==> config.mk <==
export PLATFORM = sky130hd
export DESIGN_NAME = accessTimer
export DESIGN_NICKNAME = d
export VERILOG_FILES = /design/src/hdl/accessTimer.sv
export SDC_FILE = /design/constraint.sdc
export NUM_CORES = 1
export LEC_CHECK = 0
export ABC_AREA = 1
export ABC_CLOCK_PERIOD_IN_PS = 900
export BUFFER_PORTS_ARGS = -buffer_cell sky130_fd_sc_hd__buf_4
export CORE_AREA = 2 2 39 41
export CTS_BUF_LIST = sky130_fd_sc_hd__clkbuf_2
export DETAILED_ROUTE_END_ITERATION = 8
export DIE_AREA = 0 0 41 43
export HOLD_SLACK_MARGIN = 0.05
export SYNTH_ARGS = -nofsm -noshare
export SYNTH_HDL_FRONTEND = slang
export SYNTH_SLANG_ARGS = --single-unit
==> constraint.sdc <==
create_clock -name clk -period 0.9 [get_ports clk]
set_clock_uncertainty 0.15 [all_clocks]
set_input_delay 0.18 -clock clk [delete_from_list [all_inputs] [get_ports clk]]
set_output_delay 0.18 -clock clk [all_outputs]
set_load 0.02 [all_outputs]
==> src/hdl/accessTimer.sv <==
`timescale 1ns/1ps
`default_nettype none

module accessTimer #(
	parameter int MemLatency = 3
) (
	input wire logic clk,
	input wire logic rst,
	input wire logic start,
	output logic done
);

	localparam int CntW = (MemLatency > 1) ? $clog2(MemLatency) : 1;

	logic [CntW-1:0] count;
	logic running;

	always_ff @(posedge clk) begin
		if (rst) begin
			running <= 1'b0;
			count <= '0;
		end else if (start) begin
			running <= 1'b1;
			count <= CntW'(MemLatency - 1);
		end else if (running) begin
			if (count == '0)
				running <= 1'b0;
			else
				count <= count - 1'b1;
		end
	end

	assign done = running && count == '0;

	// sequencer must wait for done before the next access
	assert property (@(posedge clk) disable iff (rst) !(start && running));

endmodule

`default_nettype wire

==> results.md <==
- Status: finished with violations
- Violations in the final reports: negative hold slack, negative setup slack
- Site row count: 14
- Post-Layout Cell Count: 47
- Max-cap violations: 0
- Most frequent cells in the layout: buf_4 (7), clkbuf_2 (4), buf_6 (3)
- Clock tree buffer depth: 2
- Gate Count Post-Synth: 17
- # IOs: 4
- Crit. End Element: output port
- Initial antenna violation count: 0
- Final min period: around 1.2 ns
- Max Fclk: about 870 MHz
- Final Max Slew Viols: 0
- Number of global-route vias before repair: about 150
- GR Util met2: 0.0813
- CTS tree: done
- Final WS setup: -0.254 ns
- Synth Warn #: 0
- CTS Root Buffer Type: clkbuf_2
- Sequential-to-total area share from yosys stat: 0.480
- Reg-to-reg endpoint: count[1]
- Least-Margin Pin Slew: between 0.15 and 0.2 ns
- Worst slew margin: 0.891
- Remaining Overflow, GRT: 0
- Sink Count: 3
- I/O Buffers: 3
- PwrDens: ~1400 nW/um^2
- Synth Cell Area: about 130 um^2
- Filler cell count: approximately 160
- DR vias: roughly 140
- Critical path class: reg2out
- Synth Area per Inst: ~7.4 um^2
- Top cells by area, synth: dfxtp_1 (48%), nand2_1 (12%), inv_1 (9.0%)
- Reg2reg start: count[0]
- Inserted Clock Buffers: 3
- GP Congestion: around 0.59
- Critical Path Fanout Max: 2
- Cell count after placement: 39
- # H-tree levels: 1
- Post-layout power: between 400 and 500 uW
- Worst setup startpoint: count[0]
- Number of remaining DRC errors: 0
- Layout cells sized above 1: 0.839
- Fin Setup TNS: -0.602 ns
- Die Area: around 1800 um^2
- Synthesis-stage register bit count: 3
- Worst-path clk slew: approximately 0.050 ns
- Data arrival, critical path: ~0.82 ns
- Met3 usage: 0
- Aggregate global-route resource usage: 0.0551
- N_diodes: 0
- Routed Antenna Nets: 0
- CP required: 0.57 ns
- Final hold violations: 1
- Hold Crit Endpoint: count[1]
- Reg2Reg Setup Slack: -0.21 ns
- Setup violators final: 4
- Largest net degree at the start of global routing: 4
- Worst hold stages: 2
- Starting Density: 0.0904
- Most common cell after layout, fill and taps aside: buf_4
- DR WL/cell: 7.21 um
- TritonRoute pass-1 iters: 1
- First-pass GRT wire length: ~530 um
- Hold Crit Start: rst
- Worst hold slack: -0.0198 ns
- Core Area: ~1400 um^2
- Vias per std cell: roughly 3.0
- Routed WL: between 300 and 400 um
- 1st-iter DRT viols: 0
- Cell depth of the worst flop-to-flop path: 7
- Static Leak: between 0.1 and 0.15 nW
- Synth area leader: dfxtp_1
- Syn nets: 20
- NumNets Final: 35
- Worst skew pair latency: between 0.2 and 0.25 ns
- Die X: ~41 um
- GR peak layer: met4
- Syn-to-layout area delta: 132%
- Yosys cell types: 9
- GR Layer Usage met1: 0.0351
- Peak VDD IR: between 0.2 and 0.3 mV
- Post-synth top area share: 0.480
- Startpoint types: flip-flop
- Unrepaired setup endpoints after global routing: true
- Final period util: 1.28
- Vert. Die Dim: 43 um
- Hold Crit Class: in2reg
cells by family after synthesis:
family                 share of synthesized area
AND/OR/NAND/NOR                            0.280
AO/OA/AOI/OAI                              0.110
buffers and inverters                      0.130
flip-flops                                 0.480
per-layer routing:
metal  wire [um]  vias to the layer above
met1         113                       64
li1            -                       78
met5           0                        -
met4           0                        0
met3           2                        0
met2         223                        1
power breakdown:
part	total (mW)	switching (mW)	internal (mW)
clock network	0.191	0.0739	0.117
logic	0.0781	0.0324	0.0457
registers	0.149	0.00743	0.141
total	0.418	0.114	0.304
critical path: stages, from the launching register on:
cell,delay (ns)
dfxtp_2,0.31
inv_2,0.07
nand2_4,0.05
nor2_4,0.07
buf_6,0.11
area by class of cell:
cell class	instances	area (um^2)	share of cell area
inverter	4	16.3	0.0560
tap	16	20.0	0.0690
multi-input combinational	10	85.1	0.293
sequential	3	62.6	0.216
timing repair buffer	10	86.3	0.297
clock buffer	4	20.0	0.0690
worst max-delay path by stage:
stage,to,slack [ns],depth (start not counted)
2_1_floorplan,done,0.01,3
3_3_place_gp,done,-0.06,4
3_5_place_dp,done,-0.07,4
4_1_cts,done,-0.27,4
5_1_grt,done,-0.30,4
6_report,done,-0.25,4
metrics by stage:
| step | utilization | setup WS (ns) | hold slack (ns) | cell area, um^2 |
|---|---|---|---|---|
| after floorplan | - | 0.0124 | 0.0924 | 133 |
| after detailed placement | 0.143 | -0.0721 | 0.199 | 198 |
| after global placement | 0.143 | -0.0586 | 0.195 | 198 |
| after CTS | 0.197 | -0.273 | -0.0337 | 273 |
| after global routing | 0.210 | -0.300 | -0.0269 | 290 |
| final | 0.210 | -0.254 | -0.0198 | 290 |
synthesized netlist by cell type (all sizes together):
cell type	n
dfxtp	3
clkinv	1
inv	3
nand2	5
nor2	1
nand3	2
a21oi	2
sequential cells by signal (all words and copies together), names as in the netlist:
name     cells
running      1
count        2
repair_timing:
action,in CTS,in global routing
hold endpoints to repair,1,1
buffers inserted,5,2
endpoints found under the setup margin,4,4
resized for setup,11,2
pin swaps,2,3
No activity file was read; power rests on OpenSTA's default activity.
