==> config.mk <==
export PLATFORM = sky130hd
export DESIGN_NAME = regFile
export DESIGN_NICKNAME = d
export VERILOG_FILES = /design/src/hdl/rv32Pkg.sv /design/src/hdl/regFile.sv
export SDC_FILE = /design/constraint.sdc
export NUM_CORES = 2
export LEC_CHECK = 0
export BUFFER_PORTS_ARGS = -buffer_cell sky130_fd_sc_hd__buf_2
export CAP_MARGIN = 25
export CORE_MARGIN = 5
export CORE_UTILIZATION = 40
export CTS_CLUSTER_SIZE = 8
export DETAILED_ROUTE_END_ITERATION = 10
export PLACE_DENSITY = 0.57
export SYNTH_ARGS = -nofsm -noshare
export SYNTH_HDL_FRONTEND = slang
export SYNTH_SLANG_ARGS = --single-unit
==> constraint.sdc <==
create_clock -name clk -period 4.3 [get_ports clk]
set_input_delay 0.215 -clock clk [delete_from_list [all_inputs] [get_ports clk]]
set_output_delay 0.215 -clock clk [all_outputs]
set_load 0.02 [all_outputs]
==> src/hdl/rv32Pkg.sv <==
`default_nettype none

package rv32Pkg;

	typedef logic [31:0] word_t;
	typedef logic [8:0] pc_t;
	typedef logic [4:0] regIdx_t;
	typedef logic [1:0] memSize_t;

	// access size codes, same as funct3[1:0] of loads and stores
	localparam memSize_t sizeByte = 2'd0;
	localparam memSize_t sizeHalf = 2'd1;
	localparam memSize_t sizeWord = 2'd2;

	typedef enum logic [3:0] {
		aluAdd,
		aluSub,
		aluSll,
		aluSlt,
		aluSltu,
		aluXor,
		aluSrl,
		aluSra,
		aluOr,
		aluAnd,
		aluPassB
	} aluOp_t;

	typedef enum logic [2:0] {
		immI,
		immS,
		immB,
		immU,
		immJ
	} immFmt_t;

	typedef enum logic [1:0] {
		wbAlu,
		wbMem,
		wbPcPlus4
	} wbSrc_t;

	typedef enum logic [1:0] {
		seqIdle,
		seqFetch,
		seqExec,
		seqMemWait
	} seqState_t;

endpackage

`default_nettype wire

==> src/hdl/regFile.sv <==
`timescale 1ns/1ps
`default_nettype none

module regFile import rv32Pkg::*; (
	input wire logic clk,
	input wire logic rst,
	input wire logic we,
	input wire regIdx_t rs1,
	input wire regIdx_t rs2,
	input wire regIdx_t rd,
	input wire word_t wd,
	output word_t rd1,
	output word_t rd2
);

	word_t regs [32];

	always_ff @(posedge clk) begin
		if (rst) begin
			for (int i = 0; i < 32; i++)
				regs[i] <= '0;
		end else if (we && rd != '0) begin
			regs[rd] <= wd;
		end
	end

	assign rd1 = regs[rs1];
	assign rd2 = regs[rs2];

	// one register write per instruction
	assert property (@(posedge clk) disable iff (rst) we |=> !we);

endmodule

`default_nettype wire

==> summary.txt <==
Final setup fails: 0
Root buf cell: clkbuf_16
Placed instance count: 6356
Total power: 25.4 mW
Postcts setup bufs: 0
Global route total overflow: 0
CTS H-Tree Depth: 4
Final non-filler cell total: 6532
Yosys top cell by area: edfxtp_1
Max-slew headroom: 0.262
# DRC: 0
Full die area: 147000 um2
Netlist cell types: 29
Synth-to-layout area growth: 12.3%
# nets final: 4680
Syn Area/Cell: 12.1 um2
Gr usage total: 0.268
Share of cells above drive strength 1: 0.115
Site Rows: 137
Crit path DAT: 3410 ps
# port buffers: 113
Total CTS buffers: 147
Syn Inst Count: 4605
TritonRoute pass-1 iters: 5
Final ANT Viol Nets: 0
Largest net degree at the start of global routing: 69
Setup CP Type: input port to register
Vias in the first global route: 38781
Hold Path Class: input port to register
Die Y-Extent: 384 um
Area of the mapped netlist: 55900 um2
#FFs+latches synth: 1024
Post-layout min period: 2990 ps
Ys async rst share: 0
Final Hold Fails: 0
Routed wire per std cell: 31.1 um
Post-DP HPWL: 119000 um
IO Count: 114
Routed wire length: 203000 um
Initial antenna violation count: 16
Max reg flops: 1024
LEAKAGE: 24.5 nW
Initial DRC count: 4252
Post-synth top cells: edfxtp_1 (1024), mux2i_1 (1024), and2_1 (994)
CP endpoint kind: register
Clk sinks: 1024
Slew Viols, Final: 0
Reg clk slew, reported paths: 50 ps
Synth Flop Type: edfxtp_1
Yosys top cell area share: 0.550
Global-route wire length before repair: 283000 um
Max_cap viols: 0
Number of flops mapped to enable cells by yosys: 1024
FMAX: 334 MHz
Min Hold Slack: 52.5 ps
Top Registers: regs x1024
Measured slew at the worst slew-check pin: 1110 ps
Yosys warns: 0
Startpoint types: input port
CTS tree: built
CTS resizes: 0
Largest cells by area after synthesis: edfxtp_1 (55%), mux2i_1 (18%), and2_1 (11%)
Via density: 5.96
Clock Tree Buf Depth: 3
Run status: finished clean
Worst path required time: 4720 ps
Initial Util: 0.402
Filler cell count: 12598
Cts hold-fix bufs: 1
Register area share after synthesis: 0.550
Critical-path maximum fanout: 24
Vias: 38900
RSZ-0062 raised after global routing: false
Final period util: 0.696
Core footprint: 139000 um2
Biggest register: regs
Final setup TNS: 0 ps
Die W: 384 um
Final estimated routing congestion in global placement: 0.833
Maximum vdd drop: 311 uV
P per Cell Area: 404 nW/um2
critical path, stage by stage:
cell	delay, ps
dlygate4sd3_1	590
buf_4	280
nand2b_1	220
or3_1	600
nor2_4	200
or2_2	850
buf_4	430
layer usage:
| metal | part of all wire | track usage | vias up |
|---|---|---|---|
| met1 | 0.41 | 0.359 | 19797 |
| met3 | 0.083 | 0.0522 | 393 |
| met5 | 0.00019 | 0 | - |
| met2 | 0.46 | 0.426 | 1856 |
| li1 | - | - | 16848 |
| met4 | 0.045 | 0.116 | 6 |
where the power goes:
group | switching (mW) | total, mW | internal, mW
combinational | 2.02 | 3.01 | 0.991
clock | 4.31 | 10.5 | 6.18
sequential | 0.294 | 11.9 | 11.6
total | 6.63 | 25.4 | 18.7
through the flow:
step	setup WS [ps]	area (um2)	util
2_1_floorplan	2480	56000	-
3_3_place_gp	1220	58700	0.421
3_5_place_dp	1160	58800	0.423
4_1_cts	1340	62800	0.451
5_1_grt	1250	62800	0.451
6_report	1310	62800	0.451
cell families (layout without fill, tap and decap cells):
| logic type | count (synthesis) | in the layout | share of synthesized area |
|---|---|---|---|
| simple gates | 1534 | 1534 | 0.157 |
| mux | 1024 | 1024 | 0.183 |
| flops | 1024 | 1024 | 0.550 |
| compound gates | 576 | 576 | 0.0702 |
| buf+inv | 446 | 460 | 0.0390 |
| other cells | 1 | 38 | 0.0000671 |
final timing paths:
check	start	endpoint	slack, ps	depth (start not counted)
min	wd[21]	regs[22][21]	50	2
max	rst	regs[28][31]	1310	7
layout by cell type (no fill, tap or decap), drive strengths merged, types with 128 or more instances in the layout:
master / count
and2: 994
a21oi: 192
edfxtp: 1024
a22oi: 192
buf: 290
nand3: 194
a22o: 128
mux2i: 1024
clkbuf: 156
nand2: 196
final cells by class:
cell class	count	area [um2]	area share
Timing Repair Buffer	291	2410	0.0385
Tap cell	1876	2350	0.0374
Sequential cell	1024	30700	0.490
Multi-Input combinational cell	3166	23300	0.371
Antenna cell	6	15.0	0.000239
Clock inverter	13	146	0.00233
Clock buffer	156	3800	0.0605
Note: power is estimated with default switching activity, not from simulation.
