<file path="src/hdl/rv32Pkg.sv">
`default_nettype none

package rv32Pkg;

	typedef logic [31:0] word_t;
	typedef logic [8:0] pc_t;
	typedef logic [4:0] regIdx_t;
	typedef logic [1:0] memSize_t;

	// access size codes, same as funct3[1:0] of loads and stores
	localparam memSize_t sizeByte = 2'd0;
	localparam memSize_t sizeHalf = 2'd1;
	localparam memSize_t sizeWord = 2'd2;

	typedef enum logic [3:0] {
		aluAdd,
		aluSub,
		aluSll,
		aluSlt,
		aluSltu,
		aluXor,
		aluSrl,
		aluSra,
		aluOr,
		aluAnd,
		aluPassB
	} aluOp_t;

	typedef enum logic [2:0] {
		immI,
		immS,
		immB,
		immU,
		immJ
	} immFmt_t;

	typedef enum logic [1:0] {
		wbAlu,
		wbMem,
		wbPcPlus4
	} wbSrc_t;

	typedef enum logic [1:0] {
		seqIdle,
		seqFetch,
		seqExec,
		seqMemWait
	} seqState_t;

endpackage

`default_nettype wire

</file>
<file path="src/hdl/instMem.sv">
`timescale 1ns/1ps
`default_nettype none

module instMem import rv32Pkg::*; #(
	parameter int InstWords = 128
) (
	input wire logic clk,
	input wire logic enb,
	input wire logic wen,
	input wire logic [6:0] waddr,
	input wire word_t wdata,
	input wire pc_t raddr,
	output word_t rdata
);

	word_t mem [InstWords];

	always_ff @(posedge clk) begin
		if (wen)
			mem[waddr] <= wdata;
		// word index of the byte pc
		rdata <= mem[raddr[8:2]];
	end

	// program loading only while the core is halted
	assert property (@(posedge clk) !(wen && enb));

endmodule

`default_nettype wire

</file>
<file path="config.mk">
export PLATFORM = sky130hd
export DESIGN_NAME = instMem
export DESIGN_NICKNAME = d
export VERILOG_FILES = /design/src/hdl/rv32Pkg.sv /design/src/hdl/instMem.sv
export SDC_FILE = /design/constraint.sdc
export NUM_CORES = 2
export LEC_CHECK = 0
export BUFFER_PORTS_ARGS = -buffer_cell sky130_fd_sc_hd__buf_4
export CAP_MARGIN = 30
export CORE_ASPECT_RATIO = 1.2
export CORE_UTILIZATION = 48
export CTS_CLUSTER_SIZE = 24
export DETAILED_ROUTE_END_ITERATION = 8
export HOLD_SLACK_MARGIN = 0.05
export PLACE_DENSITY = 0.74
export SETUP_SLACK_MARGIN = 0.3
export SYNTH_ARGS = -nofsm -noshare
export SYNTH_HDL_FRONTEND = slang
export SYNTH_SLANG_ARGS = --single-unit
export TNS_END_PERCENT = 50
</file>
<file path="constraint.sdc">
create_clock -name clk -period 5.25 [get_ports clk]
set_clock_uncertainty 0.05 [all_clocks]
set_input_delay 1.05 -clock clk [delete_from_list [all_inputs] [get_ports clk]]
set_output_delay 1.05 -clock clk [all_outputs]
set_load 0.03 [all_outputs]
</file>
==> qor_table.md <==
| Metric | This run | Unit |
|---|---|---|
| Number of violations reported at the end of detailed-routing iteration 0 | 10900 | - |
| Number of buffers created by CTS | 390 | - |
| Final Power | 68.5 | mW |
| First-pass GRT wire length | 571000 | um |
| Normalized max-slew margin | 27.7 | % |
| Run status | complete, no violations | - |
| Max Root-Sink Buffers | 4 | - |
| Clock tree from TritonCTS | yes | - |
| Final setup violation count | 0 | - |
| Kind of cell adding the most delay to the critical path | multiplexers | - |
| RSZ-0062 raised after global routing | no | - |
| Total number of H-tree levels | 5 | - |
| Hold_buf cts | 0 | - |
| Root buffer cell | sky130_fd_sc_hd__clkbuf_16 | - |
| Placeable core region | 324000 | um^2 |
| Path type of the worst min-delay path | in2reg | - |
| Layout cell share with drive strength beyond 1 | 36.6 | % |
| Non-Filler Instances | 11100 | - |
| Area of the mapped netlist | 156000 | um^2 |
| Met3 usage in global routing | 5.40 | % |
| Met2 GRT Util | 41.5 | % |
| Critical path startpoint category | primary input | - |
| Routability-driven placement congestion ratio | 0.821 | - |
| Initial standard-cell utilization of the core | 48.2 | % |
| Synth Net Count | 6041 | - |
| P_leak | 54.7 | nW |
| Final critical path time including I/O delays and setup | 3.54 | ns |
| Post-layout net count | 6541 | - |
| Maximum frequency from static timing analysis | 283 | MHz |
| Total Die Area | 328000 | um^2 |
| Residual overflow from global routing | 0 | - |
| Total negative setup slack | 0 | ns |
| Number of global-route vias before repair | 73500 | - |
| Final HPWL from detailed placement | 225000 | um |
| Number of antenna violations at the first check in global routing | 60 | - |
| Met1 global-route usage | 31.3 | % |
| Critical path arrival | 4.28 | ns |
| Insertion delay to the later sink of the worst-skew pair | 0.95 | ns |
| Detailed-route DRC error count | 0 | - |
| Layout overhead on the synthesized area | 14.1 | % |
| Instance count of the mapped netlist | 5990 | - |
| TritonRoute pass-1 iters | 5 | - |
| Placed cell count | 10400 | - |
| Die W | 523 | um |
| Boundary Pins | 83 | - |
| Count of cell types in the netlist | 17 | - |
| Critical Path End Type | register | - |
| Pins over their slew limit | 0 | - |
| I/O Buffers | 79 | - |
| MaxCap Viol Count | 0 | - |
| GRT Overall Usage | 25.2 | % |
| Number of antenna-violating nets in the routed design | 0 | - |
| Part of the Yosys area used for sequential elements | 79.1 | % |
| Number of synthesized register bits | 4128 | - |
| Slew at the pin closest to its max-slew limit | 1.09 | ns |
| Y dimension of the die | 627 | um |
| Via density per instance | 6.48 | - |
| CP cell instances | buf_8 -> buf_4 -> mux4_2 -> mux4_2 -> mux4_2 -> mux2_2 | - |
| Per-instance average area after synthesis | 26.1 | um^2 |
| Routed wire length | 413000 | um |
| Core utilization of the finished layout | 55.0 | % |
| Crit path required time | 5.99 | ns |
| # Post-CTS Setup Buffers | 0 | - |
| Largest net degree at the start of global routing | 92 | - |
| Yosys warning count | 0 | - |
| Worst IR drop on VDD | 0.296 | mV |
| Clock transition at the registers of the reported paths | 0.06 | ns |
| Peak fanout along the critical path | 39 | - |
| Total power divided by cell area | 384 | nW/um^2 |
| Routed len/inst | 37.2 | um |
| Share of the clock period used by the worst path | 67.4 | % |
| Slowest stage cell on the critical path | sky130_fd_sc_hd__buf_4 | - |
| Number of placement rows | 229 | - |
| Most prevalent standard cell on the critical path | sky130_fd_sc_hd__mux4_2 | - |
| Critical Path Max Stage Delay | 0.63 | ns |
| Endpoints failing hold | 0 | - |
| Count of buffer and inverter cells on the critical path | 2 | - |
| Most used routing layer | met2 | - |
| Post_cts resized | 0 | - |
| Total number of vias | 72000 | - |
| Critical Setup Path Class | in2reg | - |
| Sinks on the clock net | 4128 | - |
## layout by cell type (no fill, tap or decap), drive strengths merged, types with 7 or more instances in the layout
cell type / n
nand3: 12
diode: 31
mux4: 1344
mux2: 32
edfxtp: 4096
nor3: 9
bufinv: 42
clkbuf: 487
nor2: 122
buf: 424
clkinvlp: 11
nor2b: 7
dfxtp: 32
clkinv: 158
nand2: 14
inv: 11
## state kept, by name, indices dropped and copies added (netlist names)
signal / flops
mem: 4096
rdata: 32
## Yosys cell counts
cell	number	share of area [%]
sky130_fd_sc_hd__nor2b_1	7	0.028
sky130_fd_sc_hd__dfxtp_1	32	0.41
sky130_fd_sc_hd__nor3_1	9	0.029
sky130_fd_sc_hd__nand4_1	3	0.012
sky130_fd_sc_hd__mux4_2	1344	19
sky130_fd_sc_hd__clkbuf_1	182	0.44
sky130_fd_sc_hd__buf_1	50	0.12
sky130_fd_sc_hd__nand2b_1	2	0.0080
sky130_fd_sc_hd__nand3_1	12	0.038
sky130_fd_sc_hd__nand2_1	14	0.034
sky130_fd_sc_hd__or3_1	1	0.0040
sky130_fd_sc_hd__nor2_1	122	0.29
sky130_fd_sc_hd__edfxtp_1	4096	79
sky130_fd_sc_hd__buf_2	79	0.25
sky130_fd_sc_hd__buf_4	3	0.014
sky130_fd_sc_hd__buf_6	2	0.014
sky130_fd_sc_hd__mux2_2	32	0.23
## cell type report
class | instances | area (um^2)
well taps | 4273 | 5350
diodes | 31 | 77.6
clock buffers | 487 | 10500
repair buffers | 424 | 4210
clock inverters | 222 | 2270
multi-input cells | 1546 | 32300
fillers | 22500 | 146000
flip-flops and latches | 4128 | 124000
## worst register-to-register path, stage by stage, from the launching register on
cell,delay [ns]
sky130_fd_sc_hd__edfxtp_1,0.41
sky130_fd_sc_hd__mux4_2,0.56
sky130_fd_sc_hd__mux4_2,0.66
sky130_fd_sc_hd__mux4_2,0.64
sky130_fd_sc_hd__mux2_2,0.32
## path summary, 6_finish.rpt
kind | start | cells past startpoint | slack, ns | to
min reg2reg | mem[79][4] | 4 | 1.10 | rdata[4]
max | raddr[4] | 6 | 1.71 | rdata[16]
max reg2reg | mem[13][28] | 4 | 2.49 | rdata[28]
min | wdata[21] | 1 | 0.36 | mem[94][21]
## metrics by stage
stage	instance area, um^2	setup WS [ns]	hold slack (ns)
after floorplan	156000	0.911	1.02
after global placement	165000	0.857	1.07
after detailed placement	165000	0.855	1.08
after CTS	178000	1.78	0.460
after global routing	178000	1.71	0.352
final	178000	1.71	0.356
## kinds of logic after synthesis
family	synth area share, %
flip-flops	79.1
multiplexers	19.6
AND/OR/NAND/NOR	0.446
buffers and inverters	0.839
## layer usage
layer / up-vias / routed length (um)
li1: 27400 / -
met1: 38700 / 134000
met2: 4979 / 206000
met3: 900 / 46400
met4: 34 / 26000
met5: - / 232
## power breakdown
part / switching (mW) / leakage (nW) / internal (mW)
registers: 0.137 / 37.1 / 36.4
logic: 2.29 / 11.3 / 1.43
clock network: 12.1 / 6.24 / 16.2
Power figures use the tool's default switching activity.
