[src/hdl/rv32Pkg.sv]
`default_nettype none

package rv32Pkg;

	typedef logic [31:0] word_t;
	typedef logic [8:0] pc_t;
	typedef logic [4:0] regIdx_t;
	typedef logic [1:0] memSize_t;

	// access size codes, same as funct3[1:0] of loads and stores
	localparam memSize_t sizeByte = 2'd0;
	localparam memSize_t sizeHalf = 2'd1;
	localparam memSize_t sizeWord = 2'd2;

	typedef enum logic [3:0] {
		aluAdd,
		aluSub,
		aluSll,
		aluSlt,
		aluSltu,
		aluXor,
		aluSrl,
		aluSra,
		aluOr,
		aluAnd,
		aluPassB
	} aluOp_t;

	typedef enum logic [2:0] {
		immI,
		immS,
		immB,
		immU,
		immJ
	} immFmt_t;

	typedef enum logic [1:0] {
		wbAlu,
		wbMem,
		wbPcPlus4
	} wbSrc_t;

	typedef enum logic [1:0] {
		seqIdle,
		seqFetch,
		seqExec,
		seqMemWait
	} seqState_t;

endpackage

`default_nettype wire

[src/hdl/alu.sv]
`timescale 1ns/1ps
`default_nettype none

module alu import rv32Pkg::*; (
	input wire word_t a,
	input wire word_t b,
	input wire aluOp_t op,
	input wire logic [2:0] brFunct,
	input wire word_t rs1Val,
	input wire word_t rs2Val,
	output word_t result,
	output logic brTaken
);

	always_comb begin
		case (op)
			aluSub: result = a - b;
			aluSll: result = a << b[4:0];
			aluSlt: result = {31'b0, $signed(a) < $signed(b)};
			aluSltu: result = {31'b0, a < b};
			aluXor: result = a ^ b;
			aluSrl: result = a >> b[4:0];
			aluSra: result = $signed(a) >>> b[4:0];
			aluOr: result = a | b;
			aluAnd: result = a & b;
			aluPassB: result = b;
			default: result = a + b;
		endcase
	end

	// branch compare works on the register values, not the operands
	always_comb begin
		case (brFunct)
			3'b000: brTaken = rs1Val == rs2Val;
			3'b001: brTaken = rs1Val != rs2Val;
			3'b100: brTaken = $signed(rs1Val) < $signed(rs2Val);
			3'b101: brTaken = $signed(rs1Val) >= $signed(rs2Val);
			3'b110: brTaken = rs1Val < rs2Val;
			3'b111: brTaken = rs1Val >= rs2Val;
			default: brTaken = 1'b0;
		endcase
	end

endmodule

`default_nettype wire

[config.mk]
export PLATFORM = sky130hd
export DESIGN_NAME = alu
export DESIGN_NICKNAME = d
export VERILOG_FILES = /design/src/hdl/rv32Pkg.sv /design/src/hdl/alu.sv
export SDC_FILE = /design/constraint.sdc
export NUM_CORES = 1
export LEC_CHECK = 0
export ABC_AREA = 1
export BUFFER_PORTS_ARGS = -buffer_cell sky130_fd_sc_hd__buf_2
export CAP_MARGIN = 20
export CORE_MARGIN = 5
export CORE_UTILIZATION = 35
export DETAILED_ROUTE_END_ITERATION = 10
export PLACE_DENSITY = 0.62
export SYNTH_ARGS = -nofsm -noshare
export SYNTH_HDL_FRONTEND = slang
export SYNTH_SLANG_ARGS = --single-unit
[constraint.sdc]
create_clock -name vclk -period 6.25
set_input_delay 1.25 -clock vclk [all_inputs]
set_output_delay 1.25 -clock vclk [all_outputs]
set_load 0.01 [all_outputs]
==> qor.json, run 1 <==
{
  "outcome": {
    "status": "finished, final reports clean"
  },
  "worst_setup_path": {
    "critical_path.cell_chain": "buf_2 > inv_2 > ha_1 > inv_1 > a21oi_1 > nand2_1 > nand2_1 > nand2_1 > nand2_1 > nand2_1 > nand2_1 > nand2_1 > nand2_1 > nand3_1 > a21oi_1 > buf_2",
    "cp_max_fo": 10,
    "crit_top_cell": "nand2_1",
    "worst-endpoint-arrival_ps": 4110,
    "timing.critical_path.slowest_cell_delay_ps": 530,
    "setup.worst_path.end_class": "primary output",
    "worst_path_max_delay_cell": "ha_1",
    "setup.worst_path.class": "in -> out",
    "timing.critical_path.max_delay_family": "simple AND/OR/NAND/NOR gates",
    "critical_path_buf_inv_count": 4,
    "worst_setup_path_start_kind": "input port",
    "critPathLaunch": "b[3]",
    "worst-endpoint-required_ps": 5000
  },
  "cells_and_area": {
    "final.clkbuf_count": 0,
    "sequential_cell_total": 0,
    "register_area_um2": 0,
    "end_of_flow_core_utilization_pct": 38.7,
    "nFillCells": 3568,
    "antenna-diode-count": 0,
    "drive_gt1_share_pct": 10.2,
    "syn2layout_area_growth_pct": 9.53,
    "design.final.nets": 2505,
    "final_area_um2": 11800
  },
  "floorplan": {
    "fp.dieW_um": 185,
    "die_footprint_um2": 34400,
    "placement_rows": 64,
    "core_region_area_um2": 30500,
    "initial_core_util_pct": 35.3,
    "top_level_ports": 168,
    "die_h_um": 185
  },
  "run": {
    "maxCapViolations": 0
  },
  "synthesis": {
    "syn-num-nets": 2408,
    "area_share_of_the_leading_cell_type_in_the_synthesized_netlist_pct": 22.5,
    "synth.avg_cell_area_um2": 5.03,
    "yosys.cell_types.count": 46,
    "netlist.top_cell.by_area": "nand2_1",
    "synth.cell_area_um2": 10800,
    "area_contributors_post_synth": "nand2_1 22%, nand3_1 16%, ha_1 15%",
    "synthesis.instances": 2142,
    "synth-warning-count": 0,
    "ys_seq_area_share_pct": 0
  },
  "power_and_ir_drop": {
    "cellPowerDensity_nw_per_um2": 90.7,
    "leakage_nw": 6.57,
    "irDropWorstVdd_uv": 30.9,
    "total_power_mw": 1.07
  },
  "timing": {
    "slew_violations": 0,
    "period_minus_slack_ps": 5360,
    "fmax_ghz": 0.187,
    "timing_worst_slew_pin_value_ps": 1010,
    "timing_hold_violations_final": 0,
    "timing.final.crit_share_pct": 85.7,
    "fin_tns_setup_ps": 0,
    "maxSlewHeadroom_pct": 32.2,
    "rsz_0062_raised_after_global_routing": "no",
    "finalSetupViolations": 0
  },
  "clocking": {
    "post_cts_resized": 0,
    "cts_setup_buffers": 0,
    "postCtsHoldBufs": 0
  },
  "routing": {
    "vias": 15100,
    "total_wirelength_of_the_detailed_routed_design_mm": 56.4,
    "post_drt_wl_per_cell_um": 21.4,
    "drt_first_iter_violations": 1905,
    "drt-vias-per-instance": 5.73,
    "drtAntennaViolNets": 0,
    "detail_route.first_pass.iterations": 6,
    "drcViolationCount": 0
  },
  "global_routing": {
    "grt_start_max_net_pins": 72,
    "grt_pass1_vias": 14000,
    "remaining_global_route_overflow": 0,
    "grtUsageTotal_pct": 31.3,
    "grt_antenna_before_repair": 1,
    "grt_pass1_wl_mm": 83.8
  },
  "placed_design": {
    "place.port_buffers": 168,
    "placed_cell_area_um2": 11800,
    "dp_hpwl_mm": 47.5,
    "gpl.final_weighted_congestion": 1.05
  },
  "hold_path": {
    "timing.hold.worst.class": "in -> out",
    "holdCritStartpoint": "brFunct[1]"
  }
}
-- cell type report --
cell class	count	area, um^2	share of cell area (%)
Inverter	282	1060	8.98
Timing Repair Buffer	186	996	8.44
Tap cell	396	495	4.20
Multi-Input combinational cell	1769	9250	78.4
-- cells by family after synthesis --
kind of cell | count (synthesis) | synth area share (%)
fa+ha+maj | 131 | 15.3
compound gates | 340 | 17.8
xor+xnor | 8 | 0.650
mux | 3 | 0.279
simple gates | 1287 | 51.8
buf+inv | 373 | 14.1
-- cell usage after synthesis, drive strengths merged --
cell / count
nor2: 187
clkbuf: 17
and2: 10
o2111ai: 2
buf: 74
nor4: 7
a21boi: 1
nand4: 38
a211oi: 6
a21oi: 139
o21a: 13
o211a: 1
a21o: 2
nor3: 37
nand3: 343
nand2: 652
and3: 2
o211ai: 19
mux2i: 3
a31oi: 3
o2111a: 1
a221oi: 5
xor2: 8
o21ai: 113
ha: 129
clkinv: 1
or2: 5
o21bai: 8
inv: 281
fa: 2
o22ai: 27
nand3b: 6
-- metal layers --
layer / global-route usage, % / wire length, um / vias up
met3: 3.97 / 5900 / 120
met5: 0 / 13 / -
met2: 50.1 / 24500 / 958
li1: - / - / 7267
met1: 43.5 / 23600 / 6752
met4: 10.5 / 2400 / 2
-- power breakdown --
part	internal, mW	total, mW	switching (mW)
Sequential	0	0	0
Clock	0	0	0
Combinational	0.324	1.07	0.747
Total	0.324	1.07	0.747
-- tightest hold or removal path, cell delays in order --
cell and delay (ps):
buf_2 90, nor3_1 40, nand3_1 70, nand3_1 80, buf_2 150
-- stage by stage --
step	hold slack, ps	setup WS (ps)	cells
6_report	2930	894	2633
5_1_grt	2960	736	2633
4_1_cts	2940	1020	2632
3_5_place_dp	2930	1020	2632
3_3_place_gp	2930	995	2632
2_1_floorplan	2680	1760	2142
-- final timing paths --
check,end,depth (start not counted),slack [ps]
setup / recovery,result[0],16,890
hold / removal,brTaken,5,2930
-- layout by cell type, fill, tap and decap left out, types with 18 or more instances in the layout --
cell type,synthesis,routed
inv_1,263,263
o21ai_0,101,101
a21oi_1,137,137
nor3_1,35,35
nor2_1,178,178
inv_2,18,18
ha_1,129,129
o211ai_1,18,18
nand4_1,38,38
o22ai_1,27,27
nand2_1,645,645
buf_2,53,168
nand3_1,343,343
Power figures use the tool's default switching activity.
==> run 2, diff against run 1 <==
--- a/config.mk
+++ b/config.mk
@@ -11,6 +11,7 @@
 export CORE_MARGIN = 5
 export CORE_UTILIZATION = 35
 export DETAILED_ROUTE_END_ITERATION = 10
+export MAX_ROUTING_LAYER = met4
 export PLACE_DENSITY = 0.62
 export SYNTH_ARGS = -nofsm -noshare
 export SYNTH_HDL_FRONTEND = slang
==> run 2 against run 1 <==
  * Largest cell class unchanged
  * Maximum frequency decreased by 3.4%
  * Hold slack improved by 2.3 ps
  * Highest routed layer is now met4
  * Total power increased by 1.8%
  * Clock-buffer cell count unchanged
  * Wire length increased by 5.9%
  * Non-clock buffer count increased by 6
  * Global-route usage increased by 2.8 points
==> qor.json, run 2 (same netlist as run 1, synthesis figures left out) <==
{
  "outcome": {
    "status": "finished, final reports clean"
  },
  "routing": {
    "drcViolationCount": {"value": 0, "change": "unchanged"},
    "detail_route.first_pass.iterations": {"value": 6, "change": "unchanged"},
    "post_drt_wl_per_cell": {"value": 22.6, "unit": "um", "change": "+5.7%"},
    "drtAntennaViolNets": {"value": 0, "change": "unchanged"},
    "total_wirelength_of_the_detailed_routed_design": {"value": 59.8, "unit": "mm", "change": "+5.9%"},
    "vias": {"value": 15300, "change": "+1.2%"},
    "drt_first_iter_violations": {"value": 2121, "change": "+11%"},
    "drt-vias-per-instance": {"value": 5.79, "change": "+0.96%"}
  },
  "cells_and_area": {
    "syn2layout_area_growth_pct": 9.76,
    "antenna-diode-count": {"value": 0, "change": "unchanged"},
    "final_common_cell": "nand2_1",
    "drive_gt1_share": {"value": 10.5, "unit": "%", "change": "+0.24 points"},
    "design.final.nets": {"value": 2511, "change": "+0.24%"},
    "final.clkbuf_count": {"value": 0, "change": "unchanged"},
    "final_cell_count_no_fill": {"value": 2639, "change": "+0.23%"},
    "nFillCells": {"value": 3608, "change": "+1.1%"},
    "most_frequent_cells_in_the_layout": "645 x nand2_1, 343 x nand3_1, 263 x inv_1, 178 x nor2_1, 168 x buf_2",
    "register_area": {"value": 0, "unit": "um^2", "change": "unchanged"},
    "end_of_flow_core_utilization": {"value": 38.8, "unit": "%", "change": "+0.082 points"},
    "sequential_cell_total": {"value": 0, "change": "unchanged"}
  },
  "global_routing": {
    "grt_start_max_net_pins": {"value": 72, "change": "unchanged"},
    "grtUsageTotal": {"value": 34.1, "unit": "%", "change": "+2.8 points"},
    "groute.layer.met2.usage": {"value": 52.2, "unit": "%", "change": "+2.1 points"},
    "remaining_global_route_overflow": {"value": 0, "change": "unchanged"},
    "grt_pass1_vias": {"value": 13900, "change": "-0.25%"},
    "grt-busiest-layer": "met2",
    "grt_util_met1": {"value": 46.1, "unit": "%", "change": "+2.6 points"},
    "grt_pass1_wl": {"value": 87.2, "unit": "mm", "change": "+4.1%"},
    "grt_antenna_before_repair": {"value": 1, "change": "unchanged"},
    "met3_usage": {"value": 3.79, "unit": "%", "change": "-0.18 points"}
  },
  "floorplan": {
    "die_h": {"value": 185, "unit": "um", "change": "unchanged"},
    "top_level_ports": {"value": 168, "change": "unchanged"},
    "placement_rows": {"value": 64, "change": "unchanged"},
    "core_region_area": {"value": 30500, "unit": "um^2", "change": "unchanged"},
    "die_footprint": {"value": 34400, "unit": "um^2", "change": "unchanged"},
    "initial_core_util": {"value": 35.3, "unit": "%", "change": "unchanged"},
    "fp.dieW": {"value": 185, "unit": "um", "change": "unchanged"}
  },
  "worst_setup_path": {
    "setup.worst_path.class": "in -> out",
    "setup.worst_path.end_class": "primary output",
    "worst_setup_path_start_kind": "input port",
    "cp_max_fo": {"value": 10, "change": "unchanged"},
    "worst-endpoint-arrival": {"value": 4290, "unit": "ps", "change": "+180 ps"},
    "worst-endpoint-required": {"value": 5000, "unit": "ps", "change": "about the same"}
  },
  "timing": {
    "timing.final.crit_share": {"value": 88.7, "unit": "%", "change": "+3.0 points"},
    "timing_worst_slew_pin_value": {"value": 1170, "unit": "ps", "change": "+158 ps"},
    "rsz_0062_raised_after_global_routing": "no",
    "fin_tns_setup": {"value": 0, "unit": "ps", "change": "unchanged"},
    "finalSetupViolations": {"value": 0, "change": "unchanged"},
    "maxSlewHeadroom": {"value": 22.0, "unit": "%", "change": "-10 points"},
    "slew_violations": {"value": 0, "change": "unchanged"},
    "timing_hold_violations_final": {"value": 0, "change": "unchanged"},
    "fmax": {"value": 0.180, "unit": "GHz", "change": "-3.4%"},
    "setup_ws": {"value": 707, "unit": "ps", "change": "-188 ps"},
    "period_minus_slack": {"value": 5540, "unit": "ps", "change": "+188 ps"}
  },
  "clocking": {
    "cts_setup_buffers": {"value": 0, "change": "unchanged"},
    "postCtsHoldBufs": {"value": 0, "change": "unchanged"},
    "post_cts_resized": {"value": 0, "change": "unchanged"}
  },
  "placed_design": {
    "place.port_buffers": {"value": 168, "change": "unchanged"},
    "dpl.cell_count": {"value": 2639, "change": "+0.27%"},
    "dp_hpwl": {"value": 50.4, "unit": "mm", "change": "+6.2%"},
    "gpl.final_weighted_congestion": {"value": 1.07, "change": "+2.3%"},
    "placement.setup.worst_slack": {"value": 902, "unit": "ps", "change": "-118 ps"}
  },
  "hold_path": {
    "timing.hold.worst.class": "in -> out"
  },
  "power_and_ir_drop": {
    "cellPowerDensity": {"value": 92.2, "unit": "nW/um^2", "change": "+1.6%"},
    "leakage": {"value": 6.59, "unit": "nW", "change": "+0.30%"},
    "irDropWorstVdd": {"value": 36.4, "unit": "uV", "change": "+18%"}
  },
  "run": {
    "maxCapViolations": {"value": 0, "change": "unchanged"}
  }
}
[run 2: changes by cell type in the layout (fill, tap and decap cells not counted)]
cell,delta
buf_4,+7
buf_16,-1
[run 2: path summary, 6_finish.rpt]
path  cells after the start  slack (ps)   endpoint  startpoint
max                      16         710  result[0]        b[3]
min                       5        2940    brTaken  brFunct[1]
[run 2: layout make-up]
cell class,instances,area (um^2),share of cell area [%]
tap,396,495,4.19
inverter,282,1060,8.96
timing repair buffer,192,1020,8.63
multi-input combinational,1769,9250,78.2
[run 2: worst max-delay path, stage by stage]
cell,delay (ps)
buf_2,140
inv_2,120
ha_1,560
inv_1,250
a21oi_1,220
nand2_1,110
nand2_1,70
nand2_1,120
nand2_1,90
nand2_1,210
nand2_1,150
nand2_1,100
nand2_1,70
nand3_1,80
a21oi_1,500
buf_2,240
[run 2: stage by stage]
stage / area, um^2 / power (mW) / hold WS (ps)
global placement: 11800 / 1.05 / 2930
floorplan: 10800 / 0.664 / 2680
global route: 11800 / 1.18 / 2960
finish: 11800 / 1.09 / 2940
detailed placement: 11800 / 1.06 / 2930
CTS: 11800 / 1.06 / 2940
[run 2: metal layers]
metal,vias to the layer above,wire (um)
li1,7271,-
met1,6935,25300
met2,954,25500
met3,119,5990
met4,0,2990
met5,-,0
[run 2: where the power goes]
part | switching, mW | total (mW) | internal, mW | leakage [nW]
clock network | 0 | 0 | 0 | 0
logic | 0.766 | 1.09 | 0.324 | 6.59
registers | 0 | 0 | 0 | 0
