===== src/hdl/rv32Pkg.sv =====
`default_nettype none

package rv32Pkg;

	typedef logic [31:0] word_t;
	typedef logic [8:0] pc_t;
	typedef logic [4:0] regIdx_t;
	typedef logic [1:0] memSize_t;

	// access size codes, same as funct3[1:0] of loads and stores
	localparam memSize_t sizeByte = 2'd0;
	localparam memSize_t sizeHalf = 2'd1;
	localparam memSize_t sizeWord = 2'd2;

	typedef enum logic [3:0] {
		aluAdd,
		aluSub,
		aluSll,
		aluSlt,
		aluSltu,
		aluXor,
		aluSrl,
		aluSra,
		aluOr,
		aluAnd,
		aluPassB
	} aluOp_t;

	typedef enum logic [2:0] {
		immI,
		immS,
		immB,
		immU,
		immJ
	} immFmt_t;

	typedef enum logic [1:0] {
		wbAlu,
		wbMem,
		wbPcPlus4
	} wbSrc_t;

	typedef enum logic [1:0] {
		seqIdle,
		seqFetch,
		seqExec,
		seqMemWait
	} seqState_t;

endpackage

`default_nettype wire


===== src/hdl/coreSequencer.sv =====
`timescale 1ns/1ps
`default_nettype none

module coreSequencer import rv32Pkg::*; (
	input wire logic clk,
	input wire logic rst,
	input wire logic enb,
	input wire logic isMem,
	input wire logic timerDone,
	output logic timerStart,
	output logic pcAdvance,
	output logic commit,
	output logic memWrite,
	output seqState_t state
);

	seqState_t nextState;
	logic memDone;

	assign memDone = state == seqMemWait && timerDone;

	always_comb begin
		nextState = state;
		case (state)
			seqIdle: if (enb) nextState = seqFetch;
			seqFetch: nextState = seqExec;
			seqExec: begin
				if (isMem)
					nextState = seqMemWait;
				else
					nextState = enb ? seqFetch : seqIdle;
			end
			default: if (timerDone) nextState = enb ? seqFetch : seqIdle;
		endcase
	end

	always_ff @(posedge clk) begin
		if (rst)
			state <= seqIdle;
		else
			state <= nextState;
	end

	assign timerStart = state == seqExec && isMem;
	assign commit = (state == seqExec && !isMem) || memDone;
	assign pcAdvance = commit;
	assign memWrite = memDone;

	// a commit always ends the instruction
	assert property (@(posedge clk) disable iff (rst)
		commit |=> state inside {seqFetch, seqIdle});

endmodule

`default_nettype wire


===== config.mk =====
export PLATFORM = sky130hd
export DESIGN_NAME = coreSequencer
export DESIGN_NICKNAME = d
export VERILOG_FILES = /design/src/hdl/rv32Pkg.sv /design/src/hdl/coreSequencer.sv
export SDC_FILE = /design/constraint.sdc
export NUM_CORES = 1
export LEC_CHECK = 0
export BUFFER_PORTS_ARGS = -buffer_cell sky130_fd_sc_hd__buf_2
export CORE_AREA = 5 5 42 44
export DETAILED_ROUTE_END_ITERATION = 6
export DIE_AREA = 0 0 47 49
export HOLD_SLACK_MARGIN = 0.1
export SLEW_MARGIN = 20
export SYNTH_ARGS = -nofsm -noshare
export SYNTH_HDL_FRONTEND = slang
export SYNTH_SLANG_ARGS = --single-unit
export TNS_END_PERCENT = 20

===== constraint.sdc =====
create_clock -name clk -period 1.4 [get_ports clk]
set_input_delay 0.28 -clock clk [delete_from_list [all_inputs] [get_ports clk]]
set_output_delay 0.28 -clock clk [all_outputs]
set_load 0.03 [all_outputs]

==> results of run 1 <==
[timing repair]
| action | in CTS | in global routing |
|---|---|---|
| setup buffers | 2 | 0 |
| pin swaps | 2 | 1 |
| setup endpoints to repair | 2 | 2 |
| gates resized for setup | 6 | 1 |
| cloned | 0 | 0 |
| endpoints found under the hold margin | 0 | 0 |
[kinds of logic after synthesis]
family,count (synthesis)
compound gates,4
buf+inv,2
flops,2
simple gates,8
[per-stage QoR]
step | power [mW] | TNS [ns] | instance area (µm²)
4_1_cts | 0.2924 | -0.003466 | 269.0
6_report | 0.2826 | 0 | 271.5
3_3_place_gp | 0.1428 | 0 | 214.0
2_1_floorplan | 0.1246 | 0 | 155.1
5_1_grt | 0.3063 | -0.01650 | 271.5
3_5_place_dp | 0.1435 | 0 | 214.0
[per-layer routing]
layer / up-vias / GRT usage
li1: 85 / -
met1: 71 / 0.04605
met2: 7 / 0.05882
met3: 0 / 0.03321
met4: 0 / 0.05530
met5: - / 0
[layout make-up]
cell class,count,share of cell area
well taps,16,0.07373
inverters,1,0.01382
repair buffers,12,0.2857
flip-flops and latches,2,0.1659
multi-input cells,12,0.3779
clock buffers,3,0.08295
[cells in the final DEF, fill, tap and decap left out]
cell / synthesis / final
sky130_fd_sc_hd__buf_2: 0 / 8
sky130_fd_sc_hd__clkbuf_4: 0 / 3
sky130_fd_sc_hd__buf_6: 0 / 2
sky130_fd_sc_hd__buf_4: 1 / 2
sky130_fd_sc_hd__nand3b_1: 1 / 1
sky130_fd_sc_hd__inv_1: 1 / 1
sky130_fd_sc_hd__and3_2: 1 / 1
sky130_fd_sc_hd__nand2_2: 0 / 1
sky130_fd_sc_hd__or2_4: 0 / 1
sky130_fd_sc_hd__a21boi_4: 0 / 1
sky130_fd_sc_hd__nand2_1: 2 / 1
sky130_fd_sc_hd__nor2_1: 1 / 1
sky130_fd_sc_hd__and3b_1: 1 / 1
sky130_fd_sc_hd__and2b_1: 1 / 1
sky130_fd_sc_hd__a2111oi_2: 1 / 1
sky130_fd_sc_hd__a21bo_2: 1 / 1
sky130_fd_sc_hd__a21oi_1: 1 / 1
sky130_fd_sc_hd__dfxtp_4: 0 / 1
sky130_fd_sc_hd__dfxtp_2: 0 / 1
[power by group]
part	switching [mW]	leakage (nW)	internal [mW]
logic	0.0460	0.108	0.0419
registers	0.00644	0.0175	0.0642
clock network	0.0298	0.0138	0.0943
[critical path, stage by stage, from the launching register on]
cell	delay, ns
sky130_fd_sc_hd__dfxtp_4	0.33
sky130_fd_sc_hd__or2_4	0.23
sky130_fd_sc_hd__a21boi_4	0.15
sky130_fd_sc_hd__buf_6	0.15
[worst paths after layout]
check                          end  slack, ns  cells after the start
max                         commit       0.04                      3
min          state[0]$_SDFFE_PP0P_       0.24                      2
max reg2reg  state[0]$_SDFFE_PP0P_       0.30                      3
min reg2reg  state[0]$_SDFFE_PP0P_       0.51                      2
==> flow_results.xml, run 1 <==
<?xml version="1.0" encoding="UTF-8"?>
<metrics>
  <group name="routing">
    <metric name="route.detailed.drc" unit="">0</metric>
    <metric name="drt_pass1_iterations" unit="">1</metric>
    <metric name="initial_drc_count" unit="">0</metric>
    <metric name="routed_via_density" unit="">3.543</metric>
    <metric name="routed.top_layer" unit="">met3</metric>
    <metric name="vias" unit="">163</metric>
    <metric name="detailroute.wirelength.met3" unit="µm">45</metric>
    <metric name="detail_route.wirelength.met1" unit="µm">164</metric>
    <metric name="wl_per_cell" unit="µm">8.739</metric>
    <metric name="routed-wl-met2" unit="µm">192</metric>
    <metric name="residual_antenna_violating_net_count_after_detailed_routing" unit="">0</metric>
    <metric name="routed_wl" unit="µm">402</metric>
  </group>
  <group name="layout">
    <metric name="finish.net_count" unit="">37</metric>
    <metric name="largest_registers" unit="">state: 2 flops</metric>
    <metric name="finish.cell_count_without_fillers" unit="">46</metric>
    <metric name="finalCoreUtilization" unit="">0.1938</metric>
    <metric name="flip_flop_count_of_the_largest_register_after_layout" unit="">2</metric>
    <metric name="flow.area_growth_from_synthesis" unit="%">97.27</metric>
    <metric name="layout_cells_sized_above_1" unit="">0.7667</metric>
    <metric name="multi_input_comb_area" unit="µm²">102.6</metric>
    <metric name="final-seq-area" unit="µm²">45.04</metric>
    <metric name="registers.top_by_ff_count" unit="">state</metric>
    <metric name="diodes" unit="">0</metric>
    <metric name="total_of_fill_cells_in_the_finished_design" unit="">172</metric>
  </group>
  <group name="critical_path">
    <metric name="rr_startpoint" unit="">state[0]$_SDFFE_PP0P_</metric>
    <metric name="critical_path_class" unit="">flop to output port</metric>
    <metric name="critical_path.endpoint_type" unit="">output port</metric>
    <metric name="cp_data_required_time" unit="ns">1.12</metric>
    <metric name="worst_setup_path_start_kind" unit="">flop</metric>
    <metric name="cp_max_fo" unit="">4</metric>
    <metric name="timing.critical_path.from" unit="">state[0]$_SDFFE_PP0P_</metric>
    <metric name="critical_path_arrival" unit="ns">1.08</metric>
  </group>
  <group name="cts">
    <metric name="htree_num_levels" unit="">1</metric>
    <metric name="ctsRootBufferMaster" unit="">sky130_fd_sc_hd__clkbuf_4</metric>
    <metric name="post_cts_hold_buffer_count" unit="">0</metric>
    <metric name="cts.path.max_buffers" unit="">2</metric>
    <metric name="cts_inserted_buffers" unit="">3</metric>
    <metric name="cts_tree" unit="">yes</metric>
    <metric name="clock_insertion_delay_worst_skew" unit="ns">0.22</metric>
    <metric name="cts.clk_slew.worst_paths" unit="ns">0.03</metric>
    <metric name="tritoncts_num_sinks" unit="">2</metric>
  </group>
  <group name="global_routing">
    <metric name="grt_start_max_net_pins" unit="">8</metric>
    <metric name="initial_antenna_violation_count" unit="">0</metric>
    <metric name="first_global_vias" unit="">183</metric>
    <metric name="grt_first_pass_wirelength" unit="µm">703</metric>
    <metric name="global_route_congestion_overflow_total" unit="">0</metric>
    <metric name="globalRouteTotalUtil" unit="">0.04785</metric>
  </group>
  <group name="hold_path">
    <metric name="timing.hold.worst.class" unit="">input port to flop</metric>
    <metric name="hold_path.startpoint" unit="">rst</metric>
  </group>
  <group name="synth">
    <metric name="synth_common_cells" unit="">sky130_fd_sc_hd__dfxtp_1 (2), sky130_fd_sc_hd__nand2_1 (2)</metric>
    <metric name="synth_area_leader_cell" unit="">sky130_fd_sc_hd__dfxtp_1</metric>
    <metric name="synthMuxAreaShare" unit="">0</metric>
    <metric name="yosysUniqueCellTypes" unit="">14</metric>
    <metric name="number_of_synthesis_warnings" unit="">0</metric>
    <metric name="synth-compound-area-share" unit="">0.2727</metric>
    <metric name="synthXorXnorAreaFrac" unit="">0</metric>
    <metric name="synth_top_area_frac" unit="">0.2909</metric>
    <metric name="syn-instance-count" unit="">16</metric>
    <metric name="synth_area_leaders" unit="">sky130_fd_sc_hd__dfxtp_1 (29%), sky130_fd_sc_hd__a2111oi_2 (11%), sky130_fd_sc_hd__a21bo_2 (7.3%)</metric>
    <metric name="synth_ff_type" unit="">sky130_fd_sc_hd__dfxtp_1</metric>
    <metric name="synth_enable_flop_cells" unit="">0</metric>
    <metric name="synth-seq-cells" unit="">2</metric>
    <metric name="synth_top_family_by_area" unit="">simple AND/OR/NAND/NOR gates</metric>
    <metric name="yosysSeqAreaShare" unit="">0.2909</metric>
    <metric name="synthesis.area" unit="µm²">137.6</metric>
    <metric name="post_synth_and_or_nand_nor_area_fraction" unit="">0.3545</metric>
    <metric name="synth_fp_nets" unit="">21</metric>
    <metric name="async_reset_ff_frac" unit="">0</metric>
    <metric name="synth_area_per_cell" unit="µm²">8.602</metric>
    <metric name="fraction_of_the_mapped_netlist_area_in_adder_cells" unit="">0</metric>
  </group>
  <group name="die">
    <metric name="initial_core_util" unit="">0.09821</metric>
    <metric name="fp.dieH" unit="µm">49</metric>
    <metric name="ports_placed_on_the_boundary" unit="">11</metric>
    <metric name="core" unit="mm²">0.001401</metric>
    <metric name="die_width" unit="µm">47</metric>
    <metric name="design.die.area" unit="mm²">0.002303</metric>
    <metric name="std_cell_rows" unit="">14</metric>
  </group>
  <group name="place">
    <metric name="placement.setup.worst_slack" unit="ns">0.1582</metric>
    <metric name="placedCellCount" unit="">41</metric>
    <metric name="io_buffer_count" unit="">10</metric>
    <metric name="hpwl" unit="µm">316.9</metric>
    <metric name="gp_routability_congestion" unit="">0.5577</metric>
  </group>
  <group name="timing">
    <metric name="rsz0062_at_grt" unit="">yes</metric>
    <metric name="fin_worst_skew" unit="ns">0.001381</metric>
    <metric name="timing.hold.ws" unit="ns">0.2389</metric>
    <metric name="count_of_final_max_slew_check_failures" unit="">0</metric>
    <metric name="timing_hold_violations_final" unit="">0</metric>
    <metric name="layout_setup_ws" unit="ns">0.03771</metric>
    <metric name="worstMarginPinSlew" unit="ns">0.2655</metric>
    <metric name="finalCriticalPeriod" unit="ns">1.362</metric>
    <metric name="relSlewSlack" unit="">0.8227</metric>
    <metric name="max_freq" unit="MHz">734.1</metric>
    <metric name="final.period_utilization" unit="">0.9731</metric>
    <metric name="total_setup_violations_reported_at_the_end_of_the_flow" unit="">0</metric>
  </group>
  <group name="power_and_ir_drop">
    <metric name="worst_ir_drop_vdd" unit="V">0.0002214</metric>
    <metric name="pwr_density_cell" unit="mW/mm²">1041</metric>
    <metric name="p_leak" unit="nW">0.1395</metric>
  </group>
  <group name="run">
    <metric name="maxCapViolCount" unit="">0</metric>
  </group>
  <group name="status">
    <metric name="outcome" unit="">complete, no violations</metric>
  </group>
</metrics>
Note: power is estimated with default switching activity, not from simulation.
==> inputs of run 2 (changes only) <==
CELL_PAD_IN_SITES_DETAIL_PLACEMENT = 1   (was default)
CELL_PAD_IN_SITES_GLOBAL_PLACEMENT = 2   (was default)
PLACE_DENSITY_LB_ADDON = 0.1   (was default)
==> flow_results.xml, run 2 (synthesized netlist as in run 1, its figures left out) <==
<?xml version="1.0" encoding="UTF-8"?>
<metrics>
  <group name="timing">
    <metric name="worstMarginPinSlew" unit="ns">0.2682</metric>
    <metric name="rsz0062_at_grt" unit="">yes</metric>
    <metric name="fin_worst_skew" unit="ns">0.002662</metric>
    <metric name="timing_hold_violations_final" unit="">0</metric>
    <metric name="max_freq" unit="MHz">726.0</metric>
    <metric name="finalCriticalPeriod" unit="ns">1.378</metric>
    <metric name="total_setup_violations_reported_at_the_end_of_the_flow" unit="">0</metric>
    <metric name="final.period_utilization" unit="">0.9839</metric>
    <metric name="relSlewSlack" unit="">0.8209</metric>
    <metric name="count_of_final_max_slew_check_failures" unit="">0</metric>
  </group>
  <group name="layout">
    <metric name="largest_registers" unit="">state: 2 flops</metric>
    <metric name="mostFrequentLayoutCells" unit="">sky130_fd_sc_hd__buf_2 (8), sky130_fd_sc_hd__clkbuf_4 (3), sky130_fd_sc_hd__buf_6 (2), sky130_fd_sc_hd__buf_4 (2)</metric>
    <metric name="flip_flop_count_of_the_largest_register_after_layout" unit="">2</metric>
    <metric name="finish.net_count" unit="">37</metric>
    <metric name="layout_commonest_cell" unit="">sky130_fd_sc_hd__buf_2</metric>
    <metric name="finish.cell_count_without_fillers" unit="">46</metric>
    <metric name="layout_cells_sized_above_1" unit="">0.7667</metric>
    <metric name="registers.top_by_ff_count" unit="">state</metric>
    <metric name="diodes" unit="">0</metric>
    <metric name="flow.area_growth_from_synthesis" unit="%">97.27</metric>
  </group>
  <group name="power_and_ir_drop">
    <metric name="p_leak" unit="nW">0.1395</metric>
    <metric name="worst_ir_drop_vdd" unit="V">0.0003600</metric>
    <metric name="pwr_density_cell" unit="mW/mm²">1053</metric>
    <metric name="cellInternalPower" unit="mW">0.2006</metric>
    <metric name="share_clk_of_total_power" unit="">0.442</metric>
    <metric name="pwr-share-comb" unit="">0.310</metric>
    <metric name="power.switching" unit="mW">0.08533</metric>
    <metric name="switching_share" unit="">0.2984</metric>
    <metric name="p_total" unit="mW">0.2860</metric>
    <metric name="p_seq_frac" unit="">0.249</metric>
  </group>
  <group name="die">
    <metric name="core" unit="mm²">0.001401</metric>
    <metric name="design.die.area" unit="mm²">0.002303</metric>
    <metric name="initial_core_util" unit="">0.09821</metric>
    <metric name="fp.dieH" unit="µm">49</metric>
    <metric name="ports_placed_on_the_boundary" unit="">11</metric>
    <metric name="std_cell_rows" unit="">14</metric>
    <metric name="die_width" unit="µm">47</metric>
  </group>
  <group name="run">
    <metric name="maxCapViolCount" unit="">0</metric>
  </group>
  <group name="critical_path">
    <metric name="cp_data_required_time" unit="ns">1.12</metric>
    <metric name="slowest_library_cell_on_the_worst_path" unit="">sky130_fd_sc_hd__dfxtp_4</metric>
    <metric name="critical_path_class" unit="">flop to output port</metric>
    <metric name="critical_path.endpoint_type" unit="">output port</metric>
    <metric name="worst_setup_path_start_kind" unit="">flop</metric>
    <metric name="critical_path_arrival" unit="ns">1.10</metric>
    <metric name="cp_slowest_stage_delay" unit="ns">0.34</metric>
    <metric name="crit_chain" unit="">or2_4, a21boi_4, buf_6</metric>
    <metric name="cp_max_fo" unit="">4</metric>
  </group>
  <group name="cts">
    <metric name="tritoncts_num_sinks" unit="">2</metric>
    <metric name="clock_insertion_delay_worst_skew" unit="ns">0.22</metric>
    <metric name="ctsRootBufferMaster" unit="">sky130_fd_sc_hd__clkbuf_4</metric>
    <metric name="cts.clk_slew.worst_paths" unit="ns">0.03</metric>
    <metric name="cts_inserted_buffers" unit="">3</metric>
    <metric name="htree_num_levels" unit="">1</metric>
    <metric name="post_cts_hold_buffer_count" unit="">0</metric>
    <metric name="cts.path.max_buffers" unit="">2</metric>
    <metric name="cts_tree" unit="">yes</metric>
  </group>
  <group name="global_routing">
    <metric name="first_global_vias" unit="">198</metric>
    <metric name="grt_start_max_net_pins" unit="">8</metric>
    <metric name="initial_antenna_violation_count" unit="">0</metric>
    <metric name="global_route_congestion_overflow_total" unit="">0</metric>
    <metric name="grt_first_pass_wirelength" unit="µm">834</metric>
    <metric name="globalRouteTotalUtil" unit="">0.05415</metric>
  </group>
  <group name="routing">
    <metric name="vias" unit="">168</metric>
    <metric name="wl_per_cell" unit="µm">10.39</metric>
    <metric name="routed_wl" unit="µm">478</metric>
    <metric name="routed_via_density" unit="">3.652</metric>
    <metric name="initial_drc_count" unit="">0</metric>
    <metric name="residual_antenna_violating_net_count_after_detailed_routing" unit="">0</metric>
    <metric name="drt_pass1_iterations" unit="">1</metric>
    <metric name="route.detailed.drc" unit="">0</metric>
  </group>
  <group name="place">
    <metric name="gp_routability_congestion" unit="">0.5438</metric>
    <metric name="placedCellCount" unit="">41</metric>
    <metric name="io_buffer_count" unit="">10</metric>
  </group>
  <group name="status">
    <metric name="outcome" unit="">complete, no violations</metric>
  </group>
  <group name="hold_path">
    <metric name="timing.hold.worst.class" unit="">input port to flop</metric>
  </group>
</metrics>
==> run 2: cell counts in the layout (fill, tap and decap cells not counted) <==
Identical to the previous run, type by type.
==> run 2: worst max-delay path: cells and delay by family (launching register included) <==
kind            cells  cell delay, ns
flops               1            0.34
simple gates        1            0.23
compound gates      1            0.16
buf+inv             1            0.15
==> run 2: area by class of cell <==
type,count,area (µm²)
Sequential cell,2,45.04
Tap cell,16,20.02
Fill cell,179,1130
Clock buffer,3,22.52
Timing Repair Buffer,12,77.57
Inverter,1,3.754
Multi-Input combinational cell,12,102.6
==> run 2: stage by stage <==
stage	util	TNS (ns)	hold slack (ns)	setup slack (ns)	area (µm²)
after floorplan	-	0	0.3414	0.01786	155.1
after global placement	0.1527	0	0.4693	0.1564	214.0
after detailed placement	0.1527	0	0.4702	0.1316	214.0
after CTS	0.1920	-0.03816	0.2279	-0.01994	269.0
after global routing	0.1938	-0.04583	0.2314	-0.02385	271.5
final	0.1938	0	0.2351	0.02250	271.5
==> run 2: what timing repair did <==
item / 4_1_cts / 5_1_grt
resized for setup: 6 / 1
buffers inserted: 2 / 0
endpoints found under the setup margin: 2 / 2
pin swaps: 2 / 1
==> run 2: final timing paths <==
kind,slack [ns],to,from,cells past startpoint
max reg2reg,0.29,state[0]$_SDFFE_PP0P_,state[0]$_SDFFE_PP0P_,3
min,0.24,state[0]$_SDFFE_PP0P_,rst,2
min reg2reg,0.51,state[0]$_SDFFE_PP0P_,state[1]$_SDFFE_PP0P_,2
max,0.02,pcAdvance,state[0]$_SDFFE_PP0P_,3
==> run 2: power by group through the flow <==
| stage | Combinational [mW] | Sequential [mW] | Clock (mW) |
|---|---|---|---|
| final | 0.0885 | 0.0711 | 0.126 |
| after floorplan | 0.0407 | 0.0839 | 0 |
| after detailed placement | 0.0701 | 0.0756 | 0 |
| after CTS | 0.0892 | 0.0712 | 0.137 |
| after global routing | 0.0966 | 0.0728 | 0.142 |
| after global placement | 0.0699 | 0.0757 | 0 |
==> run 2: layer usage <==
layer,global-route usage,wire [µm],up-vias
met5,0,0,-
met4,0.05530,0,0
met3,0.02583,36,0
met2,0.08145,287,5
met1,0.04814,153,79
li1,-,-,84
